==> src/pad_ctrl_defs.svh <==
/*
 * pad frame dimensions shared by the pad multiplexer and its testbench
 */

`ifndef PAD_CTRL_DEFS_SVH
`define PAD_CTRL_DEFS_SVH

// number of pads in the frame
`define N_PADS     11

// width of a pad address on the register write port
`define PAD_IDX_W  4

// function select per pad: default, gpio, alternate, none
`define PAD_SEL_W  2

// drive strength and pull configuration word per pad
`define PAD_CFG_W  6

// spi master data lanes
`define SPI_LANES  4

// i2c controllers, the second one only reaches pads through the alternate function
`define N_I2C      2

`endif
==> src/periph_pkg.sv <==
/*
 * peripheral side bundles seen by the pad multiplexer: spi master,
 * i2c controllers and the gpio block
 */

`include "pad_ctrl_defs.svh"

package periph_pkg;

   // spi master outputs, oen is active low per data lane
   typedef struct packed {
      logic                  sck;
      logic [1:0]            csn;
      logic [`SPI_LANES-1:0] sdo;
      logic [`SPI_LANES-1:0] oen;
   } spi_out_t;

   // i2c controller outputs, open drain emulated with oe
   typedef struct packed {
      logic scl_out;
      logic scl_oe;
      logic sda_out;
      logic sda_oe;
   } i2c_out_t;

   // i2c line levels back to a controller
   typedef struct packed {
      logic scl_in;
      logic sda_in;
   } i2c_in_t;

   // gpio block, one out and one dir bit per pad
   typedef struct packed {
      logic [`N_PADS-1:0] out;
      logic [`N_PADS-1:0] dir;
   } gpio_out_t;

endpackage

==> src/pad_ctrl_pkg.sv <==
/*
 * pad side types: pad numbering, function selects, per-pad drive and
 * configuration word
 */

`include "pad_ctrl_defs.svh"

package pad_ctrl_pkg;

   // position of each pad in every per-pad array
   typedef enum logic [`PAD_IDX_W-1:0] {
      PAD_SPIM_SDIO0 = 4'd0,
      PAD_SPIM_SDIO1 = 4'd1,
      PAD_SPIM_SDIO2 = 4'd2,
      PAD_SPIM_SDIO3 = 4'd3,
      PAD_SPIM_CSN0  = 4'd4,
      PAD_SPIM_CSN1  = 4'd5,
      PAD_SPIM_SCK   = 4'd6,
      PAD_UART_RX    = 4'd7,
      PAD_UART_TX    = 4'd8,
      PAD_I2C0_SDA   = 4'd9,
      PAD_I2C0_SCL   = 4'd10
   } pad_id_e;

   // function select values
   typedef enum logic [`PAD_SEL_W-1:0] {
      FUNC_DEFAULT = 2'd0,
      FUNC_GPIO    = 2'd1,
      FUNC_ALT     = 2'd2,
      FUNC_NONE    = 2'd3
   } pad_func_e;

   // what the pad driver sees
   typedef struct packed {
      logic out;
      logic oe;
   } pad_drive_t;

   // opaque to the mux, passed on to the pad cell
   typedef logic [`PAD_CFG_W-1:0] pad_cfg_t;

endpackage

==> src/pad_control.sv <==
/*
 * pad multiplexer top: register bank for selects and pad config, with
 * the output and input routers working side by side from its state
 */

`timescale 1ns/1ps

`include "pad_ctrl_defs.svh"

module pad_control (
   input  logic                                   clk_i,
   input  logic                                   rst_n_i,

   // register write port
   input  logic                                   cfg_we_i,
   input  pad_ctrl_pkg::pad_id_e                  cfg_addr_i,
   input  pad_ctrl_pkg::pad_func_e                cfg_func_i,
   input  pad_ctrl_pkg::pad_cfg_t                 cfg_word_i,

   // peripheral side
   input  periph_pkg::spi_out_t                   spi_o_i,
   output logic [`SPI_LANES-1:0]                  spi_sdi_o,
   input  logic                                   uart_tx_i,
   output logic                                   uart_rx_o,
   input  periph_pkg::i2c_out_t     [`N_I2C-1:0]  i2c_o_i,
   output periph_pkg::i2c_in_t      [`N_I2C-1:0]  i2c_i_o,
   input  periph_pkg::gpio_out_t                  gpio_i,
   output logic [`N_PADS-1:0]                     gpio_in_o,
   input  pad_ctrl_pkg::pad_cfg_t   [`N_PADS-1:0] gpio_cfg_i,

   // pad frame side
   input  logic [`N_PADS-1:0]                     pad_in_i,
   output pad_ctrl_pkg::pad_drive_t [`N_PADS-1:0] pad_drive_o,
   output pad_ctrl_pkg::pad_cfg_t   [`N_PADS-1:0] pad_cfg_o
);

   import pad_ctrl_pkg::*;

   // register state seen by both routers
   pad_func_e [`N_PADS-1:0] func_sel;
   pad_cfg_t  [`N_PADS-1:0] cfg_store;

   //////////////////////////////////////////////////////////////////////
   // select and config registers
   //////////////////////////////////////////////////////////////////////
   pad_mux_regs u_regs (
      .clk_i       (clk_i),
      .rst_n_i     (rst_n_i),
      .cfg_we_i    (cfg_we_i),
      .cfg_addr_i  (cfg_addr_i),
      .cfg_func_i  (cfg_func_i),
      .cfg_word_i  (cfg_word_i),
      .func_sel_o  (func_sel),
      .cfg_store_o (cfg_store)
   );

   //////////////////////////////////////////////////////////////////////
   // routers, purely combinational
   //////////////////////////////////////////////////////////////////////
   pad_out_route u_out_route (
      .func_sel_i  (func_sel),
      .cfg_store_i (cfg_store),
      .spi_o_i     (spi_o_i),
      .uart_tx_i   (uart_tx_i),
      .i2c_o_i     (i2c_o_i),
      .gpio_i      (gpio_i),
      .gpio_cfg_i  (gpio_cfg_i),
      .pad_drive_o (pad_drive_o),
      .pad_cfg_o   (pad_cfg_o)
   );

   pad_in_route u_in_route (
      .func_sel_i (func_sel),
      .pad_in_i   (pad_in_i),
      .spi_sdi_o  (spi_sdi_o),
      .uart_rx_o  (uart_rx_o),
      .i2c_i_o    (i2c_i_o),
      .gpio_in_o  (gpio_in_o)
   );

endmodule

==> src/pad_in_route.sv <==
/*
 * input side of the pad mux: hands pad levels to the peripheral that
 * owns each pad, and idle levels to everything else
 */

`timescale 1ns/1ps

`include "pad_ctrl_defs.svh"

module pad_in_route (
   input  pad_ctrl_pkg::pad_func_e [`N_PADS-1:0] func_sel_i,
   input  logic                    [`N_PADS-1:0] pad_in_i,
   output logic                    [`SPI_LANES-1:0] spi_sdi_o,
   output logic                                  uart_rx_o,
   output periph_pkg::i2c_in_t     [`N_I2C-1:0]  i2c_i_o,
   output logic                    [`N_PADS-1:0] gpio_in_o
);

   import pad_ctrl_pkg::*;
   import periph_pkg::*;

   logic [`N_PADS-1:0] is_gpio;
   i2c_in_t            i2c0_in;
   i2c_in_t            i2c1_in;

   //////////////////////////////////////////////////////////////////////
   // default function inputs
   //////////////////////////////////////////////////////////////////////
   // an spi lane reads low when its pad is taken by something else
   always_comb begin : spi_lanes
      for (int k = 0; k < `SPI_LANES; k++) begin
         if (func_sel_i[int'(PAD_SPIM_SDIO0) + k] == FUNC_DEFAULT) begin
            spi_sdi_o[k] = pad_in_i[int'(PAD_SPIM_SDIO0) + k];
         end else begin
            spi_sdi_o[k] = 1'b0;
         end
      end
   end

   // uart and i2c idle high, as on an undriven line
   assign uart_rx_o = (func_sel_i[PAD_UART_RX] == FUNC_DEFAULT) ? pad_in_i[PAD_UART_RX] : 1'b1;

   assign i2c0_in.sda_in = (func_sel_i[PAD_I2C0_SDA] == FUNC_DEFAULT) ?
                           pad_in_i[PAD_I2C0_SDA] : 1'b1;
   assign i2c0_in.scl_in = (func_sel_i[PAD_I2C0_SCL] == FUNC_DEFAULT) ?
                           pad_in_i[PAD_I2C0_SCL] : 1'b1;

   //////////////////////////////////////////////////////////////////////
   // i2c1 on the alternate function
   //////////////////////////////////////////////////////////////////////
   // spi pads win over uart pads when both pairs are set to alternate
   always_comb begin : i2c1_pick
      i2c1_in = '{scl_in: 1'b1, sda_in: 1'b1};
      if (func_sel_i[PAD_SPIM_SDIO2] == FUNC_ALT) begin
         i2c1_in.sda_in = pad_in_i[PAD_SPIM_SDIO2];
      end else if (func_sel_i[PAD_UART_RX] == FUNC_ALT) begin
         i2c1_in.sda_in = pad_in_i[PAD_UART_RX];
      end
      if (func_sel_i[PAD_SPIM_SDIO3] == FUNC_ALT) begin
         i2c1_in.scl_in = pad_in_i[PAD_SPIM_SDIO3];
      end else if (func_sel_i[PAD_UART_TX] == FUNC_ALT) begin
         i2c1_in.scl_in = pad_in_i[PAD_UART_TX];
      end
   end

   assign i2c_i_o[0] = i2c0_in;
   assign i2c_i_o[1] = i2c1_in;

   //////////////////////////////////////////////////////////////////////
   // gpio inputs
   //////////////////////////////////////////////////////////////////////
   always_comb begin : gpio_own
      for (int p = 0; p < `N_PADS; p++) begin
         is_gpio[p] = (func_sel_i[p] == FUNC_GPIO);
      end
   end

   assign gpio_in_o = pad_in_i & is_gpio;

endmodule

==> src/pad_out_route.sv <==
/*
 * output side of the pad mux: picks each pad's value and enable from
 * the default peripheral, gpio, i2c1 or idle, and the pad config word
 */

`timescale 1ns/1ps

`include "pad_ctrl_defs.svh"

module pad_out_route (
   input  pad_ctrl_pkg::pad_func_e  [`N_PADS-1:0] func_sel_i,
   input  pad_ctrl_pkg::pad_cfg_t   [`N_PADS-1:0] cfg_store_i,
   input  periph_pkg::spi_out_t                   spi_o_i,
   input  logic                                   uart_tx_i,
   input  periph_pkg::i2c_out_t     [`N_I2C-1:0]  i2c_o_i,
   input  periph_pkg::gpio_out_t                  gpio_i,
   input  pad_ctrl_pkg::pad_cfg_t   [`N_PADS-1:0] gpio_cfg_i,
   output pad_ctrl_pkg::pad_drive_t [`N_PADS-1:0] pad_drive_o,
   output pad_ctrl_pkg::pad_cfg_t   [`N_PADS-1:0] pad_cfg_o
);

   import pad_ctrl_pkg::*;
   import periph_pkg::*;

   // candidate drive per pad for the two peripheral functions
   pad_drive_t [`N_PADS-1:0] dflt_drv;
   pad_drive_t [`N_PADS-1:0] alt_drv;

   function automatic pad_drive_t sda_drv(i2c_out_t c);
      pad_drive_t d;
      d.out = c.sda_out;
      d.oe  = c.sda_oe;
      return d;
   endfunction

   function automatic pad_drive_t scl_drv(i2c_out_t c);
      pad_drive_t d;
      d.out = c.scl_out;
      d.oe  = c.scl_oe;
      return d;
   endfunction

   //////////////////////////////////////////////////////////////////////
   // default function
   //////////////////////////////////////////////////////////////////////
   always_comb begin : default_arm
      dflt_drv = '0;
      // data lanes turn around under control of the spi master
      for (int k = 0; k < `SPI_LANES; k++) begin
         dflt_drv[int'(PAD_SPIM_SDIO0) + k] = '{out: spi_o_i.sdo[k], oe: ~spi_o_i.oen[k]};
      end
      dflt_drv[PAD_SPIM_CSN0] = '{out: spi_o_i.csn[0], oe: 1'b1};
      dflt_drv[PAD_SPIM_CSN1] = '{out: spi_o_i.csn[1], oe: 1'b1};
      dflt_drv[PAD_SPIM_SCK]  = '{out: spi_o_i.sck,    oe: 1'b1};
      // uart rx is an input, left undriven
      dflt_drv[PAD_UART_RX]   = '{out: 1'b0,           oe: 1'b0};
      dflt_drv[PAD_UART_TX]   = '{out: uart_tx_i,      oe: 1'b1};
      dflt_drv[PAD_I2C0_SDA]  = sda_drv(i2c_o_i[0]);
      dflt_drv[PAD_I2C0_SCL]  = scl_drv(i2c_o_i[0]);
   end

   //////////////////////////////////////////////////////////////////////
   // alternate function, i2c1 on two pad pairs
   //////////////////////////////////////////////////////////////////////
   always_comb begin : alt_arm
      alt_drv = '0;
      alt_drv[PAD_SPIM_SDIO2] = sda_drv(i2c_o_i[1]);
      alt_drv[PAD_SPIM_SDIO3] = scl_drv(i2c_o_i[1]);
      alt_drv[PAD_UART_RX]    = sda_drv(i2c_o_i[1]);
      alt_drv[PAD_UART_TX]    = scl_drv(i2c_o_i[1]);
   end

   //////////////////////////////////////////////////////////////////////
   // per-pad selection
   //////////////////////////////////////////////////////////////////////
   always_comb begin : pad_select
      for (int p = 0; p < `N_PADS; p++) begin
         unique case (func_sel_i[p])
            FUNC_DEFAULT: pad_drive_o[p] = dflt_drv[p];
            FUNC_GPIO:    pad_drive_o[p] = '{out: gpio_i.out[p], oe: gpio_i.dir[p]};
            FUNC_ALT:     pad_drive_o[p] = alt_drv[p];
            default:      pad_drive_o[p] = '0;
         endcase

         // the gpio block owns the pad config while the pad is a gpio
         if (func_sel_i[p] == FUNC_GPIO) begin
            pad_cfg_o[p] = gpio_cfg_i[p];
         end else begin
            pad_cfg_o[p] = cfg_store_i[p];
         end
      end
   end

endmodule

==> src/pad_mux_regs.sv <==
/*
 * pad mux register bank: one function select and one configuration
 * word per pad, written through a single-cycle strobe
 */

`timescale 1ns/1ps

`include "pad_ctrl_defs.svh"

module pad_mux_regs (
   input  logic                                  clk_i,
   input  logic                                  rst_n_i,
   input  logic                                  cfg_we_i,
   input  pad_ctrl_pkg::pad_id_e                 cfg_addr_i,
   input  pad_ctrl_pkg::pad_func_e               cfg_func_i,
   input  pad_ctrl_pkg::pad_cfg_t                cfg_word_i,
   output pad_ctrl_pkg::pad_func_e [`N_PADS-1:0] func_sel_o,
   output pad_ctrl_pkg::pad_cfg_t  [`N_PADS-1:0] cfg_store_o
);

   import pad_ctrl_pkg::*;

   logic addr_ok;

   // addresses 11 to 15 decode to nothing
   assign addr_ok = (int'(cfg_addr_i) < `N_PADS);

   always_ff @(posedge clk_i or negedge rst_n_i) begin
      if (!rst_n_i) begin
         // every pad comes out of reset disconnected
         for (int p = 0; p < `N_PADS; p++) begin
            func_sel_o[p]  <= FUNC_NONE;
            cfg_store_o[p] <= '0;
         end
      end else if (cfg_we_i && addr_ok) begin
         func_sel_o[cfg_addr_i]  <= cfg_func_i;
         cfg_store_o[cfg_addr_i] <= cfg_word_i;
      end
   end

endmodule

==> config.mk <==
export PLATFORM = sky130hd
export DESIGN_NAME = pad_control
export DESIGN_NICKNAME = d
export VERILOG_FILES = /design/src/periph_pkg.sv /design/src/pad_ctrl_pkg.sv /design/src/pad_control.sv /design/src/pad_in_route.sv /design/src/pad_out_route.sv /design/src/pad_mux_regs.sv
export VERILOG_INCLUDE_DIRS = /design/src
export SDC_FILE = /design/constraint.sdc
export NUM_CORES = 1
export LEC_CHECK = 0
export ABC_AREA = 1
export BUFFER_PORTS_ARGS = -buffer_cell sky130_fd_sc_hd__buf_2
export CELL_PAD_IN_SITES_DETAIL_PLACEMENT = 0
export CELL_PAD_IN_SITES_GLOBAL_PLACEMENT = 1
export CORE_ASPECT_RATIO = 1.4
export CORE_MARGIN = 3
export CORE_UTILIZATION = 30
export DETAILED_ROUTE_END_ITERATION = 7
export PLACE_DENSITY_LB_ADDON = 0.1
export SETUP_SLACK_MARGIN = 0.1
export SLEW_MARGIN = 15
export SYNTH_ARGS = -nofsm -noshare
export SYNTH_HDL_FRONTEND = slang
export SYNTH_HIERARCHICAL = 1
export SYNTH_SLANG_ARGS = --single-unit
==> constraint.sdc <==
create_clock -name clk_i -period 1.1 [get_ports clk_i]
set_input_delay 0.11 -clock clk_i [delete_from_list [all_inputs] [get_ports clk_i]]
set_output_delay 0.11 -clock clk_i [all_outputs]
set_load 0.02 [all_outputs]
# [Word-level counts from Yosys, hierarchy flattened]
# Index checks and enable logic that the tools add are counted.
# Widths: inputs -> output; s select.
[word_totals] input_bits=134 reg_bits=88 romBits=0 latch_bits=0 elab_cells=97 ramBits=0 out_inout_bits=108 memories=0
[classes] n_shift=0 n_eq_ne=15 div=0 n_mul=0 n_mux=39 reduce_logical=13 addsub=0 magnitude_cmp=3 bitwise_logic=5
[op_table] cell="$mux 6" count=12
[op_table] cell="$bwmux 66" count=1
[op_table] cell="$pmux 2 s2" count=8
[op_table] cell="$demux 6 s4" count=1
[op_table] cell="$bwmux 22" count=1
[op_table] cell="$eq 2x1->1 const B" count=11
[op_table] cell="$logic_not 2->1" count=11
[op_table] cell="$pmux 2 s3" count=3
[op_table] cell="$and 11x11->11" count=1
[op_table] cell="$mux 1" count=11
[op_table] cell="$demux 2 s4" count=1
[op_table] cell="$eq 2x2->1 const B" count=4
[op_table] cell="$lt 4x5->1 const B" count=1
[op_table] cell="$ge 4x1->1 const B" count=1
[op_table] cell="$lt 4x4->1 const B" count=1
[op_table] cell="$not 1->1" count=4
[op_table] cell="$logic_and 1x1->1" count=2
[op_table] cell="$mux 2" count=1

# [Longest topological paths before layout]
[logic_depth] word_depth=5 mapped_depth=7 depth_no_buf=6

# [Hierarchy]
# The synthesis kept the hierarchy.
[by_module_without_submodules] mod="pad_mux_regs" cells_per_inst=406 n_inst=1 seq_area_each_um2=2229.6 area_per_inst_um2=3876.2
[by_module_without_submodules] mod="pad_out_route" cells_per_inst=319 n_inst=1 seq_area_each_um2=0.0 area_per_inst_um2=1441.4
[by_module_without_submodules] mod="pad_in_route" cells_per_inst=48 n_inst=1 seq_area_each_um2=0.0 area_per_inst_um2=215.2

# [Worst setup path before layout]
# No wires, ideal clock.
[synth_timing] kind="register to output" startpoint="register u_regs/func_sel_o[15] (netlist bit)" endpoint="output port pad_cfg_o[43] (netlist bit)" t_arrival_ns=1.477 t_required_ns=0.990 path_stages_with_launch=5 path_buffers=1 slack_ns=-0.487 path_cell_list="dfstp_2 -> inv_1 -> ha_1 -> buf_4 -> o21ai_0"
[synth_rtl] item="start: declaration" line="pad_mux_regs.sv:17" text="output pad_ctrl_pkg::pad_func_e [`N_PADS-1:0] func_sel_o,"
[synth_rtl] item="start signal: indexed assignment" line="pad_mux_regs.sv:36" text="func_sel_o[cfg_addr_i] <= cfg_func_i;"
[synth_rtl] item="end: declaration" line="pad_control.sv:34" text="output pad_ctrl_pkg::pad_cfg_t [`N_PADS-1:0] pad_cfg_o"

==> insert_results.sql <==
INSERT INTO impl_metrics (metric_group, metric, value, unit) VALUES
('critical_path', 'critPathMaxStageDelay', '0.55', 'ns'),
('critical_path', 'worst-r2r-setup-slack', '-0.01', 'ns'),
('synth', 'yosys.area_share.simple', '47.51', '%'),
('floorplan', 'design.portCount', '242', ''),
('global_routing', 'via_count_of_the_first_global_routing_pass', '6361', ''),
('floorplan', 'floorplan.initialDensity', '30.62', '%'),
('critical_path', 'worst_setup_path_end_kind', 'primary output', ''),
('pwr', 'power.density', '1795', 'nW/um2'),
('critical_path', 'crit_family', 'flip-flops', ''),
('global_routing', 'antenna_found_initial', '0', ''),
('hold_path', 'hold_class', 'input pin to async pin', ''),
('sta', 'timing.fmax', '611.5', 'MHz'),
('global_routing', 'track_usage', '19.19', '%'),
('floorplan', 'floorplan.rows', '58', ''),
('critical_path', 'critical_path.startpoint', 'u_regs/func_sel_o[15]', ''),
('pwr', 'vdd_drop_max', '0.8271', 'mV'),
('synth', 'post_synth_instance_area', '5533', 'um2'),
('pwr', 'leakagePower', '5.057', 'nW'),
('final_layout', 'final_cell_count_no_fill', '1323', ''),
('cts', 'tritoncts', 'built', ''),
('sta', 'grt_setup_unrepaired', 'true', ''),
('critical_path', 'cp_cell_sequence', 'inv_2, ha_4, buf_12, o21ai_4, buf_6', ''),
('detailed_routing', 'routedWlPerCell', '14.86', 'um'),
('sta', 'timing.final.max_slew_violations', '0', ''),
('placed_design', 'io_buffer_count', '241', ''),
('detailed_routing', 'route.final.wire_length', '19670', 'um'),
('detailed_routing', 'antenna_left', '0', ''),
('synth', 'synthesis.area_per_instance', '7.158', 'um2'),
('sta', 'final_critical_path_setup_slack', '-0.5353', 'ns'),
('synth', 'yosysSeqAreaShare', '40.30', '%'),
('synth', 'muxShareOfSynthArea', '0', '%'),
('run_status', 'failing_checks', 'negative setup slack', ''),
('final_layout', 'area.growth.synth_to_final', '85.78', '%'),
('synth', 'synthAdderAreaFrac', '0.4523', '%'),
('critical_path', 'critPathLaunchType', 'flop', ''),
('cts', 'root_buffer', 'clkbuf_16', ''),
('synth', 'synthCells', '773', ''),
('synth', 'synth.ff_latch_count', '88', ''),
('sta', 'setup-violations-final', '109', ''),
('detailed_routing', 'route.detailed.drc', '0', ''),
('placed_design', 'dp_hpwl', '13710', 'um'),
('detailed_routing', 'routed_via_density', '4.789', ''),
('final_layout', 'nets', '1214', ''),
('synth', 'synth_compound_area_share', '2.714', '%'),
('synth', 'synthesis.yosys.warnings', '6', ''),
('floorplan', 'core_region_area', '18070', 'um2'),
('synth', 'synthesized_netlist_net_count', '909', ''),
('synth', 'synthesized_area_fraction_occupied_by_xor_and_xnor_cells', '0', '%'),
('final_layout', 'drive_above_1_share', '61.96', '%'),
('flow_run', 'max_cap_violations', '0', ''),
('sta', 'min_period', '1.635', 'ns'),
('placed_design', 'place.detailed.instances', '1268', ''),
('run_status', 'run_status', 'finished with violations', ''),
('critical_path', 'timing_worst_setup_path_type', 'flop to primary output', ''),
('synth', 'dominant_combinational_cell_family_by_area_after_synthesis', 'simple AND/OR/NAND/NOR gates', ''),
('placed_design', 'final_weighted_congestion_of_routability_driven_global_placement', '0.7814', ''),
('critical_path', 'r2r_start', 'u_regs/func_sel_o[14]', ''),
('cts', 'clock_path_buffers', '2', ''),
('cts', 'clock-sinks', '88', ''),
('critical_path', 'cp_data_arrival_time', '1.53', 'ns'),
('global_routing', 'gr-total-overflow', '0', ''),
('critical_path', 'r2r-end', 'u_regs/func_sel_o[14]', ''),
('critical_path', 'r2r.worst_path.cells', '6', ''),
('detailed_routing', 'via_count', '6336', ''),
('detailed_routing', 'initialDrtViolationCount', '225', ''),
('sta', 'final_cycle_utilization_of_the_critical_path', '148.7', '%'),
('pwr', 'finalPower', '18.45', 'mW'),
('floorplan', 'die_h', '166.7', 'um'),
('sta', 'fin_worst_skew', '0', 'ns'),
('critical_path', 'worstPathBufferInverterCount', '3', ''),
('global_routing', 'grt_pass1_wl', '31810', 'um');
-- synth_stat cells, drive strengths merged --
master / number / area [um2]
nand2: 339 / 1328
buf: 42 / 300.3
ha: 2 / 25.02
nand3: 105 / 608.1
nor3: 6 / 45.04
o21ai: 28 / 140.1
inv: 53 / 198.9
dfrtp: 66 / 1652
nor2: 34 / 182.7
nand4: 72 / 450.4
nor3b: 2 / 15.01
dfstp: 22 / 578.1
a21oi: 2 / 10.01
-- cells in the final DEF (no fill, tap or decap), drive strengths merged --
master       netlist  layout
a21oi              2       2
nor3               6       6
dlygate4sd3        0       1
dfrtp             66      66
ha                 2       2
clkinvlp           0       2
nand3            105     105
nand2            339     339
dfstp             22      22
bufinv             0       2
clkbuf             0      11
inv               53      57
o21ai             28      28
nor3b              2       2
nor2              34      34
nand4             72      72
buf               42     332
-- flip-flops by register name, summed over array words and instances (netlist names) --
signal              flops
u_regs/cfg_store_o     66
u_regs/func_sel_o      22
-- cells by family (layout without fill, tap and decap cells) --
family | after synthesis | after routing
buf+inv | 95 | 405
fa+ha+maj | 2 | 2
flops | 88 | 88
compound gates | 30 | 30
simple gates | 558 | 558
-- area by class of cell --
class	instances	area, um2
Fill cell	1680	7791
Multi-Input combinational cell	590	4213
Timing Repair Buffer	335	2937
Sequential cell	88	2230
Tap cell	240	300.3
Inverter	53	269.0
Clock buffer	9	225.2
Clock inverter	7	101.3
Timing Repair inverter	1	3.754
-- what timing repair did --
item,in CTS,in global routing
endpoints found under the hold margin,69,0
pin swaps,65,77
hold buffers,1,0
gates cloned,2,1
setup endpoints to repair,108,112
buffers inserted,30,8
gates resized for setup,369,139
-- power breakdown --
group	internal [mW]	switching, mW
Clock	2.02	1.35
Combinational	4.83	5.41
Sequential	4.06	0.778
-- per-stage QoR --
step	setup TNS, ns	setup WS [ns]	area [um2]	hold WS (ns)
final	-42.39	-0.5353	10280	0.1393
after global routing	-48.28	-0.5884	10280	0.1430
after CTS	-43.18	-0.5428	9642	0.1281
after detailed placement	-9.843	-0.2518	7825	-0.03301
after global placement	-9.496	-0.2478	7825	-0.03666
after floorplan	-0.8947	-0.1384	6118	-0.1856
-- worst max path at each step --
stage                           end  cells past startpoint
global route        pad_drive_o[15]                      5
floorplan             pad_cfg_o[43]                      4
finish                pad_cfg_o[43]                      5
detailed placement  pad_drive_o[15]                      4
global placement    pad_drive_o[15]                      4
CTS                   pad_cfg_o[42]                      5
-- routing by layer --
metal  up-vias  GRT usage (%)  routed length, um
li1       3166              -                  -
met1      2995          22.67               7515
met2       165          35.87              11040
met3        10          2.649                976
met4         0          5.178                138
met5         -              0                  0
(Power assumes the default switching activity.)
